--- src/prog.hex ---
// one 32-bit instruction word per line, from word address 0 upward.
// the comment after each word gives its byte address and assembly.
00100093 // 0x00 addi x1, x0, 1
00200113 // 0x04 addi x2, x0, 2
00300193 // 0x08 addi x3, x0, 3
0140006F // 0x0c jal  x0, +0x14 (to 0x20)
FF1FF06F // 0x10 jal  x0, -0x10 (wrong path, squashed)
00500293 // 0x14 addi x5, x0, 5 (skipped)
00600313 // 0x18 addi x6, x0, 6 (skipped)
00700393 // 0x1c addi x7, x0, 7 (skipped)
00800413 // 0x20 addi x8, x0, 8 (loop head)
004000EF // 0x24 jal  x1, +4 (target is the fall-through word)
00900493 // 0x28 addi x9, x0, 9
00A00513 // 0x2c addi x10, x0, 10
FF1FF06F // 0x30 jal  x0, -0x10 (back to 0x20)
00B00593 // 0x34 addi x11, x0, 11 (wrong path, squashed)
00000013 // 0x38 addi x0, x0, 0
00000013 // 0x3c addi x0, x0, 0

--- src/rtl/fetch_pkg.sv ---
// shared widths, types and constants of the fetch front end; import into every design module.
package fetch_pkg;

  localparam int PC_WD        = 32;
  localparam int INST_WD      = 32;
  localparam int SRAM_ADDR_WD = 32;
  localparam int SRAM_DATA_WD = 32;

  typedef logic [PC_WD-1:0]        pc_t;        // byte address of an instruction.
  typedef logic [INST_WD-1:0]      inst_t;      // raw instruction word.
  typedef logic [SRAM_ADDR_WD-1:0] sram_addr_t; // byte address on the inst sram port.
  typedef logic [SRAM_DATA_WD-1:0] sram_data_t; // read data on the inst sram port.

  // first fetch address after reset.
  localparam pc_t RESET_PC = 32'h0000_0000;

  // instruction rom geometry, word indexed by address bits 7:2.
  localparam int ROM_DEPTH = 64;
  localparam int ROM_AW    = 6;
  localparam int ROM_LSB   = 2;

  // major opcode of jal.
  localparam logic [6:0] OPCODE_JAL = 7'b110_1111;

  // sequential step of the pc.
  localparam pc_t PC_STEP = 32'd4;

  // fetch unit phases.
  typedef enum logic {
    REQ,  // sram enable high, address = pc.
    RESP  // read data valid, instruction handed to decode.
  } ifu_state_e;

endpackage

--- src/rtl/fetch_id_stage.sv ---
// decode stage; latches fetched words, resolves jal and squashes the wrong-path word behind a jump.
module fetch_id_stage
  import fetch_pkg::*;
(
  input  logic  i_clk,
  input  logic  i_reset,
  // from fetch
  input  logic  i_fs_to_ds_valid,
  input  pc_t   i_fs_to_ds_pc,
  input  inst_t i_fs_to_ds_inst,
  // branch to fetch
  output logic  o_br_sel,
  output pc_t   o_br_target,
  // decoded stream
  output logic  o_id_valid,
  output pc_t   o_id_pc,
  output inst_t o_id_inst,
  output logic  o_id_jump
);

  logic  id_full_r;   // register holds an instruction.
  logic  id_pulse_r;  // instruction arrived at the last edge.
  logic  squash_r;    // held instruction is on the wrong path.
  pc_t   id_pc_r;
  inst_t id_inst_r;

  logic  is_jal;
  logic  jal_taken;
  pc_t   j_imm;

  always_ff @(posedge i_clk) begin
    if (i_reset) begin
      id_full_r  <= 1'b0;
      id_pulse_r <= 1'b0;
      squash_r   <= 1'b0;
    end else begin
      id_pulse_r <= i_fs_to_ds_valid;
      if (i_fs_to_ds_valid) begin
        id_full_r <= 1'b1;
        squash_r  <= jal_taken; // word after a taken jal is dropped.
      end
    end
  end

  always_ff @(posedge i_clk) begin
    if (i_fs_to_ds_valid) begin
      id_pc_r   <= i_fs_to_ds_pc;
      id_inst_r <= i_fs_to_ds_inst;
    end
  end

  assign is_jal    = (id_inst_r[6:0] == OPCODE_JAL);
  assign jal_taken = id_full_r && is_jal && !squash_r;

  // j-type immediate, sign extended.
  assign j_imm = {{11{id_inst_r[31]}}, id_inst_r[31], id_inst_r[19:12],
                  id_inst_r[20], id_inst_r[30:21], 1'b0};

  assign o_br_sel    = jal_taken; // level, held until the next word is latched.
  assign o_br_target = id_pc_r + j_imm;

  assign o_id_valid = id_pulse_r && !squash_r;
  assign o_id_pc    = id_pc_r;
  assign o_id_inst  = id_inst_r;
  assign o_id_jump  = o_id_valid && is_jal;

  // a word latched while a jump is pending is the fall-through slot of that jump.
  a_squash_slot: assert property (
    @(posedge i_clk) disable iff (i_reset)
    (o_br_sel && i_fs_to_ds_valid) |=> (o_id_pc == $past(o_id_pc) + PC_STEP)
  ) else $error("word latched after jal is not its fall-through slot");

  a_no_valid_squashed: assert property (
    @(posedge i_clk) disable iff (i_reset)
    squash_r |-> !o_id_valid
  ) else $error("squashed instruction marked valid");

endmodule

--- src/rtl/fetch_if_stage.sv ---
// fetch stage; joins pc and ifu and presents valid, pc and instruction to the decode stage.
module fetch_if_stage
  import fetch_pkg::*;
(
  input  logic       i_clk,
  input  logic       i_reset,
  // branch from decode
  input  logic       i_br_sel,
  input  pc_t        i_br_target,
  // to decode
  output logic       o_fs_to_ds_valid,
  output pc_t        o_fs_to_ds_pc,
  output inst_t      o_fs_to_ds_inst,
  // inst sram interface
  output logic       o_inst_sram_en,
  output sram_addr_t o_inst_sram_addr,
  input  sram_data_t i_inst_sram_rdata
);

  logic  fs_valid;
  pc_t   fs_pc;
  inst_t fs_inst;

  // fetch never waits on decode.
  assign o_fs_to_ds_valid = fs_valid;

  assign o_fs_to_ds_pc   = fs_pc;
  assign o_fs_to_ds_inst = fs_inst;

  fetch_pc u_pc (
    .i_clk       (i_clk),
    .i_reset     (i_reset),
    .i_load      (o_fs_to_ds_valid),  // advance once the current word is handed over.
    .i_br_sel    (i_br_sel),
    .i_br_target (i_br_target),
    .o_pc        (fs_pc)
  );

  fetch_ifu u_ifu (
    .i_clk             (i_clk),
    .i_reset           (i_reset),
    .i_pc              (fs_pc),
    .o_ifu_ready       (fs_valid),
    .o_inst            (fs_inst),
    .o_inst_sram_en    (o_inst_sram_en),
    .o_inst_sram_addr  (o_inst_sram_addr),
    .i_inst_sram_rdata (i_inst_sram_rdata)
  );

endmodule

--- src/rtl/fetch_ifu.sv ---
// two-phase instruction fetch unit; issues one sram read, then returns the word with a ready strobe.
module fetch_ifu
  import fetch_pkg::*;
(
  input  logic       i_clk,
  input  logic       i_reset,
  input  pc_t        i_pc,
  output logic       o_ifu_ready,
  output inst_t      o_inst,
  // inst sram interface
  output logic       o_inst_sram_en,
  output sram_addr_t o_inst_sram_addr,
  input  sram_data_t i_inst_sram_rdata
);

  ifu_state_e state_r;
  ifu_state_e state_next;

  always_comb begin
    case (state_r)
      REQ:     state_next = RESP;
      RESP:    state_next = REQ;
      default: state_next = REQ;
    endcase
  end

  always_ff @(posedge i_clk) begin
    if (i_reset) begin
      state_r <= REQ;
    end else begin
      state_r <= state_next;
    end
  end

  // read is issued in REQ, data lands in RESP.
  assign o_inst_sram_en   = (state_r == REQ);
  assign o_inst_sram_addr = i_pc;

  assign o_ifu_ready = (state_r == RESP);
  assign o_inst      = i_inst_sram_rdata; // sram output register is the instruction.

  // one delivery per read, never back to back.
  a_ready_single: assert property (
    @(posedge i_clk) disable iff (i_reset)
    o_ifu_ready |=> !o_ifu_ready
  ) else $error("ifu ready high on two consecutive cycles");

endmodule

--- src/rtl/fetch_pc.sv ---
// program counter register; steps by four or takes the branch target when the fetch stage loads it.
module fetch_pc
  import fetch_pkg::*;
(
  input  logic i_clk,
  input  logic i_reset,
  input  logic i_load,      // high on the response cycle of the ifu.
  input  logic i_br_sel,
  input  pc_t  i_br_target,
  output pc_t  o_pc
);

  pc_t pc_r;
  pc_t pc_seq;
  pc_t pc_next;

  assign pc_seq  = pc_r + PC_STEP;
  assign pc_next = i_br_sel ? i_br_target : pc_seq; // decode overrides the sequential path.

  always_ff @(posedge i_clk) begin
    if (i_reset) begin
      pc_r <= RESET_PC;
    end else if (i_load) begin
      pc_r <= pc_next;
    end
  end

  assign o_pc = pc_r;

  // the pc must stay on a word boundary.
  a_pc_aligned: assert property (
    @(posedge i_clk) disable iff (i_reset)
    o_pc[1:0] == 2'b00
  ) else $error("pc not word aligned: %h", o_pc);

endmodule

--- src/rtl/fetch_top.sv ---
// top level of the fetch front end; connects fetch, decode and the instruction rom.
module fetch_top
  import fetch_pkg::*;
(
  input  logic  i_clk,
  input  logic  i_reset,
  output logic  o_id_valid,
  output pc_t   o_id_pc,
  output inst_t o_id_inst,
  output logic  o_id_jump
);

  logic       fs_to_ds_valid;
  pc_t        fs_to_ds_pc;
  inst_t      fs_to_ds_inst;

  logic       br_sel;
  pc_t        br_target;

  logic       inst_sram_en;
  sram_addr_t inst_sram_addr;
  sram_data_t inst_sram_rdata;

  fetch_if_stage u_if_stage (
    .i_clk             (i_clk),
    .i_reset           (i_reset),
    .i_br_sel          (br_sel),
    .i_br_target       (br_target),
    .o_fs_to_ds_valid  (fs_to_ds_valid),
    .o_fs_to_ds_pc     (fs_to_ds_pc),
    .o_fs_to_ds_inst   (fs_to_ds_inst),
    .o_inst_sram_en    (inst_sram_en),
    .o_inst_sram_addr  (inst_sram_addr),
    .i_inst_sram_rdata (inst_sram_rdata)
  );

  fetch_id_stage u_id_stage (
    .i_clk            (i_clk),
    .i_reset          (i_reset),
    .i_fs_to_ds_valid (fs_to_ds_valid),
    .i_fs_to_ds_pc    (fs_to_ds_pc),
    .i_fs_to_ds_inst  (fs_to_ds_inst),
    .o_br_sel         (br_sel),
    .o_br_target      (br_target),
    .o_id_valid       (o_id_valid),
    .o_id_pc          (o_id_pc),
    .o_id_inst        (o_id_inst),
    .o_id_jump        (o_id_jump)
  );

  // instruction sram model.
  inst_rom u_inst_rom (
    .i_clk   (i_clk),
    .i_en    (inst_sram_en),
    .i_addr  (inst_sram_addr),
    .o_rdata (inst_sram_rdata)
  );

endmodule

--- src/rtl/inst_rom.sv ---
// synchronous-read instruction rom loaded from prog.hex; stands in for the instruction sram.
module inst_rom
  import fetch_pkg::*;
(
  input  logic       i_clk,
  input  logic       i_en,
  input  sram_addr_t i_addr,
  output sram_data_t o_rdata
);

  sram_data_t mem [ROM_DEPTH];

  logic [ROM_AW-1:0] word_idx;
  sram_data_t        rdata_r;

  initial begin
    $readmemh("/design/src/prog.hex", mem);
  end

  assign word_idx = i_addr[ROM_LSB+ROM_AW-1:ROM_LSB]; // byte address to word index.

  // data is valid on the cycle after an enabled read.
  always_ff @(posedge i_clk) begin
    if (i_en) begin
      rdata_r <= mem[word_idx];
    end
  end

  assign o_rdata = rdata_r;

  // reads above the rom wrap silently, so flag them.
  a_addr_range: assert property (
    @(posedge i_clk)
    i_en |-> (i_addr[SRAM_ADDR_WD-1:ROM_LSB+ROM_AW] == '0)
  ) else $error("rom read out of range: %h", i_addr);

endmodule
--- config.mk ---
export PLATFORM = sky130hd
export DESIGN_NAME = fetch_top
export DESIGN_NICKNAME = d
export VERILOG_FILES = /design/src/rtl/fetch_pkg.sv /design/src/rtl/fetch_id_stage.sv /design/src/rtl/fetch_if_stage.sv /design/src/rtl/fetch_ifu.sv /design/src/rtl/fetch_pc.sv /design/src/rtl/fetch_top.sv /design/src/rtl/inst_rom.sv
export SDC_FILE = /design/constraint.sdc
export NUM_CORES = 1
export LEC_CHECK = 0
export ABC_AREA = 1
export BUFFER_PORTS_ARGS = -buffer_cell sky130_fd_sc_hd__buf_2
export CORE_UTILIZATION = 49
export DETAILED_ROUTE_END_ITERATION = 8
export PLACE_DENSITY = 0.74
export SYNTH_ARGS = -nofsm -noshare
export SYNTH_HDL_FRONTEND = slang
export SYNTH_SLANG_ARGS = --single-unit
export TNS_END_PERCENT = 50
--- constraint.sdc ---
create_clock -name i_clk -period 4.3 [get_ports i_clk]
set_input_delay 0.215 -clock i_clk [delete_from_list [all_inputs] [get_ports i_clk]]
set_output_delay 0.215 -clock i_clk [all_outputs]
set_load 0.02 [all_outputs]
# [Word level (Yosys, flattened, before mapping)]
# Cells that the tools add are included.
# W data, S select, Z words.
[word_totals] regBits=132 inputBits=2 output_inout_bits=66 wordCells=19
[op_classes] n_addsub=2 eq_ne=1 n_mux=2 n_bitwise=1 n_reduce_logical=5
[ops] op="$add A32 B3 Y32 const B" count=1
[ops] op="$add A32 B32 Y32" count=1
[ops] op="$mux W32" count=1
[ops] op="$eq A7 B7 Y1 const B" count=1
[ops] op="$logic_and A1 B1 Y1" count=4
[ops] op="$pmux W1 S2" count=1
[ops] op="$logic_not A1 Y1" count=1
[ops] op="$not A1 Y1" count=1

# [Logic depth before layout (Yosys ltp)]
# Gate-level depths: netlist of run 1.
[depth] word_depth=4 mapped_depth=9 depth_no_buf=9

# [Cells and area by module]
# Synthesis of run 1 repeated with hierarchy kept, for this count alone.
[hier_totals] cells_unflattened=1005 area_unflattened_um2=7289.5
[modules_own_cells] module="fetch_id_stage" n_inst=1 cells_per_inst=550 area_each_um2=4320.4 seq_area_each_um2=1981.9
[modules_own_cells] module="fetch_pc" n_inst=1 cells_per_inst=355 area_each_um2=2217.1 seq_area_each_um2=640.6
[modules_own_cells] module="fetch_ifu" n_inst=1 cells_per_inst=67 area_each_um2=508.0 seq_area_each_um2=20.0
[modules_own_cells] module="inst_rom" n_inst=1 cells_per_inst=33 area_each_um2=244.0 seq_area_each_um2=0.0

# [Least setup slack after synthesis of run 1]
# OpenSTA, ideal clock, no wires.
[synth_timing] kind="register to register" from="reg u_if_stage.u_ifu.state_r (netlist: u_if_stage.u_ifu.o_ifu_ready)" to="reg u_if_stage.u_pc.pc_r[30] (netlist: u_if_stage.u_pc.o_pc[30])" setup_ns=0.110 t_arrival_ns=1.803 required_time_ns=4.190 setup_slack_ns=2.388 path_stages_with_launch=9 path_buffers=1 period_less_slack_ns=1.912 path_cell_list="dfxtp_1 buf_6 nand3_2 nor2_1 nand2_1 nor2_2 nand3_1 nand2_1 nor2_2"
[synth_lines] element="start, declared" line="fetch_ifu.sv:16" text="ifu_state_e state_r;"
[synth_lines] element="start signal, assigned" line="fetch_ifu.sv:31" text="state_r <= state_next;"
[synth_lines] element="end signal, assigned" line="fetch_pc.sv:24" text="pc_r <= pc_next;"
[synth_lines] element="end, declared" line="fetch_pc.sv:13" text="pc_t pc_r;"

==> results_dict.tcl, run 1 <==
set metrics [dict create \
    setup_viol 0 \
    critPathLaunch "u_if_stage.u_ifu.o_ifu_ready" \
    crit_path_start_kind "flop" \
    nFillCells 519 \
    yosys_register_bits 62 \
    fmax_mhz 506 \
    cp.depth 8 \
    async_flop_share_pct 0 \
    min_period_ns 1.98 \
    cp-end-kind "flop" \
    cts_max_path_buffers 2 \
    reg2reg_slack_ns 2.32 \
    clock_latency_ns 0.35 \
    numCtsBuffers 9 \
    grt_max_degree 30 \
    io-pin-count 68 \
    final_area_mm2 0.00328 \
    max-cap-violations 0 \
    critPathBufInv 1 \
    layout.nets 379 \
    worst_slew_pin_slew_ns 0.580 \
    r2r-end "u_if_stage.u_pc.o_pc[30]" \
    cts.sinks 62 \
    slew_headroom_pct 61.3 \
    critPathCapture "u_if_stage.u_pc.o_pc[30]" \
    dp_hpwl_mm 3.74 \
    slew_viol_final 0 \
    power_density_mw_per_mm2 391 \
    antenna_found_initial 0 \
    grt_use_total_pct 19.4 \
    arrival_ns 2.22 \
    crit_type "flop to flop" \
    via_count 2137 \
    grt_pass1_vias 1923 \
    placementRows 27 \
    status "complete, no violations" \
    cts-root-buf "clkbuf_8" \
    cts_tree "yes" \
    cts_setup_buffers 0 \
    synth_edf_count 30 \
    gp_congestion 0.858 \
    fin_crit_sh_pct 46.0 \
    vias_per_cell 4.72 \
    htreeDepth 3 \
    drt_iter0_markers 163 \
    crit_fanout 29 \
    yosysSeqAreaShare_pct 52.1 \
    path_cells "buf_4 > nand3_2 > nor2_1 > nand2_1 > nor2_2 > nand3_1 > nand2_1 > nor2_2" \
    cts_resized 0 \
    synth_cell_types 32 \
    grt.overflow.total 0 \
    worstReg2RegStart "u_if_stage.u_ifu.o_ifu_ready" \
    io_buffers 32 \
    hold_violations 0 \
    ys.flop_type "dfxtp_1" \
    vdd_drop_max_uv 224 \
    fin_tns_setup_ns 0 \
    drive_gt1_share_pct 20.2 \
    syn-mean-instance-area_um2 8.81 \
    slowest_stage "dfxtp_1" \
    placed_area_mm2 0.00306 \
    drt_wl_total_mm 5.42 \
    reg2reg_depth 8 \
    die_x_um 79.7 \
    die_y_um 79.7 \
    postCtsHoldBufs 0 \
    clk_pin_slew_ns 0.06 \
    core_mm2 0.00568 \
    finClkSkew_ns 0.00350 \
    syn_inst 336 \
    dieArea_mm2 0.00635 \
    grt_pass1_wl_mm 8.99 \
    initial_utilization_pct 52.1 \
    rsz0062_at_grt "no" \
    drc 0 \
    ys_warn_count 0 \
    ant_nets 0 \
    cpPeakStageDelay_ns 0.61 \
    crit_family "simple AND/OR/NAND/NOR gates" \
    drt_pass1_iterations 4 \
    syn-cell-area_mm2 0.00296 \
    cp_data_required_time_ns 4.55 \
    hold_path.class "primary input to flop" \
    power_leakage_nw 1.30 \
    wl_per_cell_um 12.0 \
    area_delta_synth_final_pct 10.7 \
    diodes 0 \
]
## worst min-delay path by stage
stage	start	end	slack, ns	cells after the start
finish	i_reset	u_if_stage.u_pc.o_pc[16]	0.22	2
global route	i_reset	u_if_stage.u_pc.o_pc[16]	0.23	2
CTS	i_reset	u_if_stage.u_pc.o_pc[16]	0.22	2
detailed placement	u_if_stage.u_pc.o_pc[31]	u_id_stage.o_id_pc[31]	0.45	0
global placement	u_if_stage.u_pc.o_pc[31]	u_id_stage.o_id_pc[31]	0.46	0
floorplan	i_reset	u_if_stage.u_ifu.o_ifu_ready	0.29	1
## placed cells by master (no fill, tap or decap), types with 2 or more instances in the layout
| cell | Yosys | routed |
|---|---|---|
| nor2_1 | 55 | 55 |
| nand3_1 | 25 | 25 |
| clkbuf_1 | 1 | 2 |
| a21oi_1 | 7 | 7 |
| edfxtp_1 | 30 | 30 |
| nor3_1 | 4 | 4 |
| xor2_1 | 2 | 2 |
| conb_1 | 1 | 35 |
| o21ai_0 | 4 | 4 |
| buf_2 | 1 | 32 |
| nor2_4 | 8 | 8 |
| nand3_2 | 2 | 2 |
| bufinv_16 | 0 | 2 |
| dfxtp_1 | 32 | 32 |
| nand4_1 | 7 | 7 |
| nand2_1 | 61 | 61 |
| inv_1 | 31 | 31 |
| clkinv_2 | 0 | 2 |
| nor2_2 | 11 | 11 |
| clkbuf_8 | 0 | 10 |
| xnor2_1 | 3 | 3 |
| nand2_2 | 4 | 4 |
## report_power, final
group	switching (mW)	internal (mW)	total [mW]
clock	0.219	0.340	0.559
sequential	0.00749	0.634	0.641
combinational	0.0664	0.0145	0.0809
total	0.293	0.989	1.28
## cell usage after synthesis (2+ instances only)
cell	number	share of area, %
nor2_4	8	3.0
nor2_1	55	7.0
nand4_1	7	1.5
nor2_2	11	2.3
nor3_1	4	0.68
edfxtp_1	30	30
a21oi_1	7	1.2
nand3_2	2	0.68
nand2_2	4	0.85
dfxtp_1	32	22
nand3_1	25	4.2
inv_1	31	3.9
xor2_1	2	0.59
o21ai_0	4	0.68
buf_4	35	8.9
xnor2_1	3	0.89
nand2_1	61	7.7
## sequential cells by signal, summed over array words and instances, names as in the netlist
| signal | flops |
|---|---|
| u_if_stage.u_pc.o_pc | 30 |
| u_id_stage.id_pulse_r | 1 |
| u_if_stage.u_ifu.o_ifu_ready | 1 |
| u_id_stage.o_id_pc | 30 |
## layout make-up
| type | count | area, um^2 | area share (%) |
|---|---|---|---|
| clock buffer | 12 | 145 | 4.43 |
| clock inverter | 4 | 70.1 | 2.14 |
| inverter | 33 | 126 | 3.86 |
| multi-input combinational | 237 | 1140 | 34.7 |
| sequential | 62 | 1540 | 47.0 |
| tap | 72 | 90.1 | 2.75 |
| timing repair buffer | 33 | 168 | 5.12 |
## per-layer routing
metal / wire length, um / share of wire [%] / GRT usage, % / up-vias
li1: - / - / - / 1094
met2: 2530 / 47 / 29.7 / 81
met1: 2420 / 45 / 25.4 / 951
met3: 357 / 6.6 / 5.14 / 11
met4: 108 / 2.0 / 9.27 / 0
met5: 0 / 0 / 0 / -
## per-stage QoR
step | hold slack [ns] | std cells | worst slack (ns) | total power [mW] | utilization (%)
6_report | 0.218 | 453 | 2.32 | 1.28 | 57.7
5_1_grt | 0.229 | 453 | 2.11 | 1.32 | 57.7
4_1_cts | 0.218 | 453 | 2.32 | 1.29 | 57.7
3_5_place_dp | 0.447 | 437 | 2.33 | 0.736 | 53.9
3_3_place_gp | 0.461 | 437 | 2.43 | 0.734 | 53.9
2_1_floorplan | 0.293 | 370 | 2.39 | 0.742 | -
## cell families (layout without fill, tap and decap cells)
logic type	count (synthesis)	in the layout	share of synthesized area, %
simple gates	181	181	29.2
buf+inv	71	82	13.8
flops	62	62	52.1
compound gates	15	15	2.88
xor+xnor	5	5	1.48
fa+ha+maj	1	1	0.423
other cells	1	35	0.127
Note: power is estimated with default switching activity, not from simulation.
==> inputs of run 2 (changes only) <==
--- a/config.mk
+++ b/config.mk
@@ -7,9 +7,9 @@
 export LEC_CHECK = 0
 export ABC_AREA = 1
 export BUFFER_PORTS_ARGS = -buffer_cell sky130_fd_sc_hd__buf_2
-export CORE_UTILIZATION = 49
+export CORE_UTILIZATION = 48
 export DETAILED_ROUTE_END_ITERATION = 8
-export PLACE_DENSITY = 0.74
+export PLACE_DENSITY = 0.75
 export SYNTH_ARGS = -nofsm -noshare
 export SYNTH_HDL_FRONTEND = slang
 export SYNTH_SLANG_ARGS = --single-unit
==> constraint.sdc (replaced) <==
create_clock -name i_clk -period 1.73 [get_ports i_clk]
set_input_delay 0.0865 -clock i_clk [delete_from_list [all_inputs] [get_ports i_clk]]
set_output_delay 0.0865 -clock i_clk [all_outputs]
set_load 0.02 [all_outputs]
==> results_dict.tcl, run 2 (synthesis results as in run 1) <==
set metrics [dict create \
    status "complete, no violations" \
    finClkSkew_ns 0.00848 \
    setup_viol 0 \
    drt_wl_total_mm 5.48 \
    worstReg2RegStart "u_if_stage.u_pc.o_pc[2]" \
    cts_tree "yes" \
    dr_wl_met3_um 355 \
    clock_latency_ns 0.34 \
    vias_per_cell 4.75 \
    wl_met1_mm 2.40 \
    drt_iter0_markers 139 \
    drive_gt1_share_pct 21.1 \
    grt_use_total_pct 18.5 \
    hold_violations 0 \
    drc 0 \
    rsz0062_at_grt "no" \
    power_density_mw_per_mm2 958 \
    clk_pin_slew_ns 0.07 \
    diodes 0 \
    cpPeakStageDelay_ns 0.40 \
    wl_per_cell_um 12.0 \
    cts_resized 0 \
    grt_pass1_wl_mm 8.80 \
    mostFrequentLayoutCells "61 x nand2_1, 55 x nor2_1, 35 x conb_1" \
    crit_type "flop to flop" \
    initial_utilization_pct 50.0 \
    slew_viol_final 0 \
    hold_depth 2 \
    fin_crit_sh_pct 88.6 \
    path_cells "ha_1 > inv_1 > nor2_4 > nand3_1 > nor2_2 > nand3_1 > nand2_1 > nor2_2" \
    multi_input_area_mm2 0.00114 \
    wl_met2_mm 2.62 \
    numCtsBuffers 9 \
    fmax_mhz 652 \
    crit_fanout 5 \
    dieArea_mm2 0.00648 \
    cp_data_required_time_ns 1.97 \
    final_area_mm2 0.00329 \
    layout.nets 381 \
    slowest_stage "dfxtp_1" \
    grt.overflow.total 0 \
    ff_latch_area_mm2 0.00154 \
    critPathLaunch "u_if_stage.u_pc.o_pc[2]" \
    htreeDepth 3 \
    postCtsHoldBufs 0 \
    cts_max_path_buffers 2 \
    cts.sinks 62 \
    die_x_um 80.5 \
    drt_pass1_iterations 4 \
    crit_path_start_kind "flop" \
    p_total_mw 3.16 \
    power_leakage_nw 1.30 \
    area_delta_synth_final_pct 11.3 \
    crit_family "simple AND/OR/NAND/NOR gates" \
    antenna_found_initial 0 \
    final_common_cell "nand2_1" \
    nFillCells 521 \
    cp.depth 8 \
    hold_path.class "primary input to flop" \
    hp-start "i_reset" \
    cts_setup_buffers 0 \
    fin_tns_setup_ns 0 \
    cts-root-buf "clkbuf_8" \
    grt_max_degree 28 \
    cp-end-kind "flop" \
    placementRows 28 \
    min_period_ns 1.53 \
    critPathBufInv 1 \
    vdd_drop_max_uv 475 \
    reg2reg_depth 8 \
    io_buffers 32 \
    grt_pass1_vias 1900 \
    ant_nets 0 \
    max-cap-violations 0 \
    io-pin-count 68 \
    core_mm2 0.00592 \
    arrival_ns 1.77 \
    top_layer_used "met4" \
    die_y_um 80.5 \
    dp_hpwl_mm 3.98 \
    placed_area_mm2 0.00308 \
    via_count 2174 \
    gp_congestion 0.816 \
]
==> run 2: final cells by class <==
class,instances,share of cell area (%)
sequential,62,46.8
multi-input combinational,237,34.5
timing repair buffer,35,5.54
inverter,33,3.84
clock buffer,9,3.76
tap,75,2.85
clock inverter,7,2.70
==> run 2: per-layer routing <==
metal,vias to the layer above,global-route usage [%]
li1,1093,-
met1,988,22.6
met2,82,29.8
met3,11,5.11
met4,0,8.75
met5,-,0
==> run 2: worst reg2reg max path, stage by stage (launching register included) <==
cell and delay [ns]:
dfxtp_1 0.40, ha_1 0.21, inv_1 0.09, nor2_4 0.18
nand3_1 0.16, nor2_2 0.17, nand3_1 0.09, nand2_1 0.09
nor2_2 0.04
==> run 2: through the flow <==
stage                     hold WS (ns)  std cells  setup WS, ns  utilization, %
after global routing             0.110        458        0.0588            55.6
final                            0.106        458         0.197            55.6
after floorplan                  0.157        370         0.150               -
after detailed placement         0.455        442         0.201            52.0
after global placement           0.446        442         0.273            52.0
after CTS                        0.101        458         0.191            55.6
==> run 2: path summary, 6_finish.rpt <==
kind	to	slack (ns)
worst max-delay path	u_if_stage.u_pc.o_pc[30]	0.20
worst max register to register	u_if_stage.u_pc.o_pc[30]	0.20
worst min-delay path	u_if_stage.u_pc.o_pc[16]	0.11
worst min register to register	u_id_stage.o_id_pc[31]	0.48
==> run 2: where the power goes <==
group | switching, mW | total (mW) | internal (mW)
logic | 0.170 | 0.210 | 0.0397
clock network | 0.557 | 1.36 | 0.800
registers | 0.0149 | 1.59 | 1.58
total | 0.742 | 3.16 | 2.41
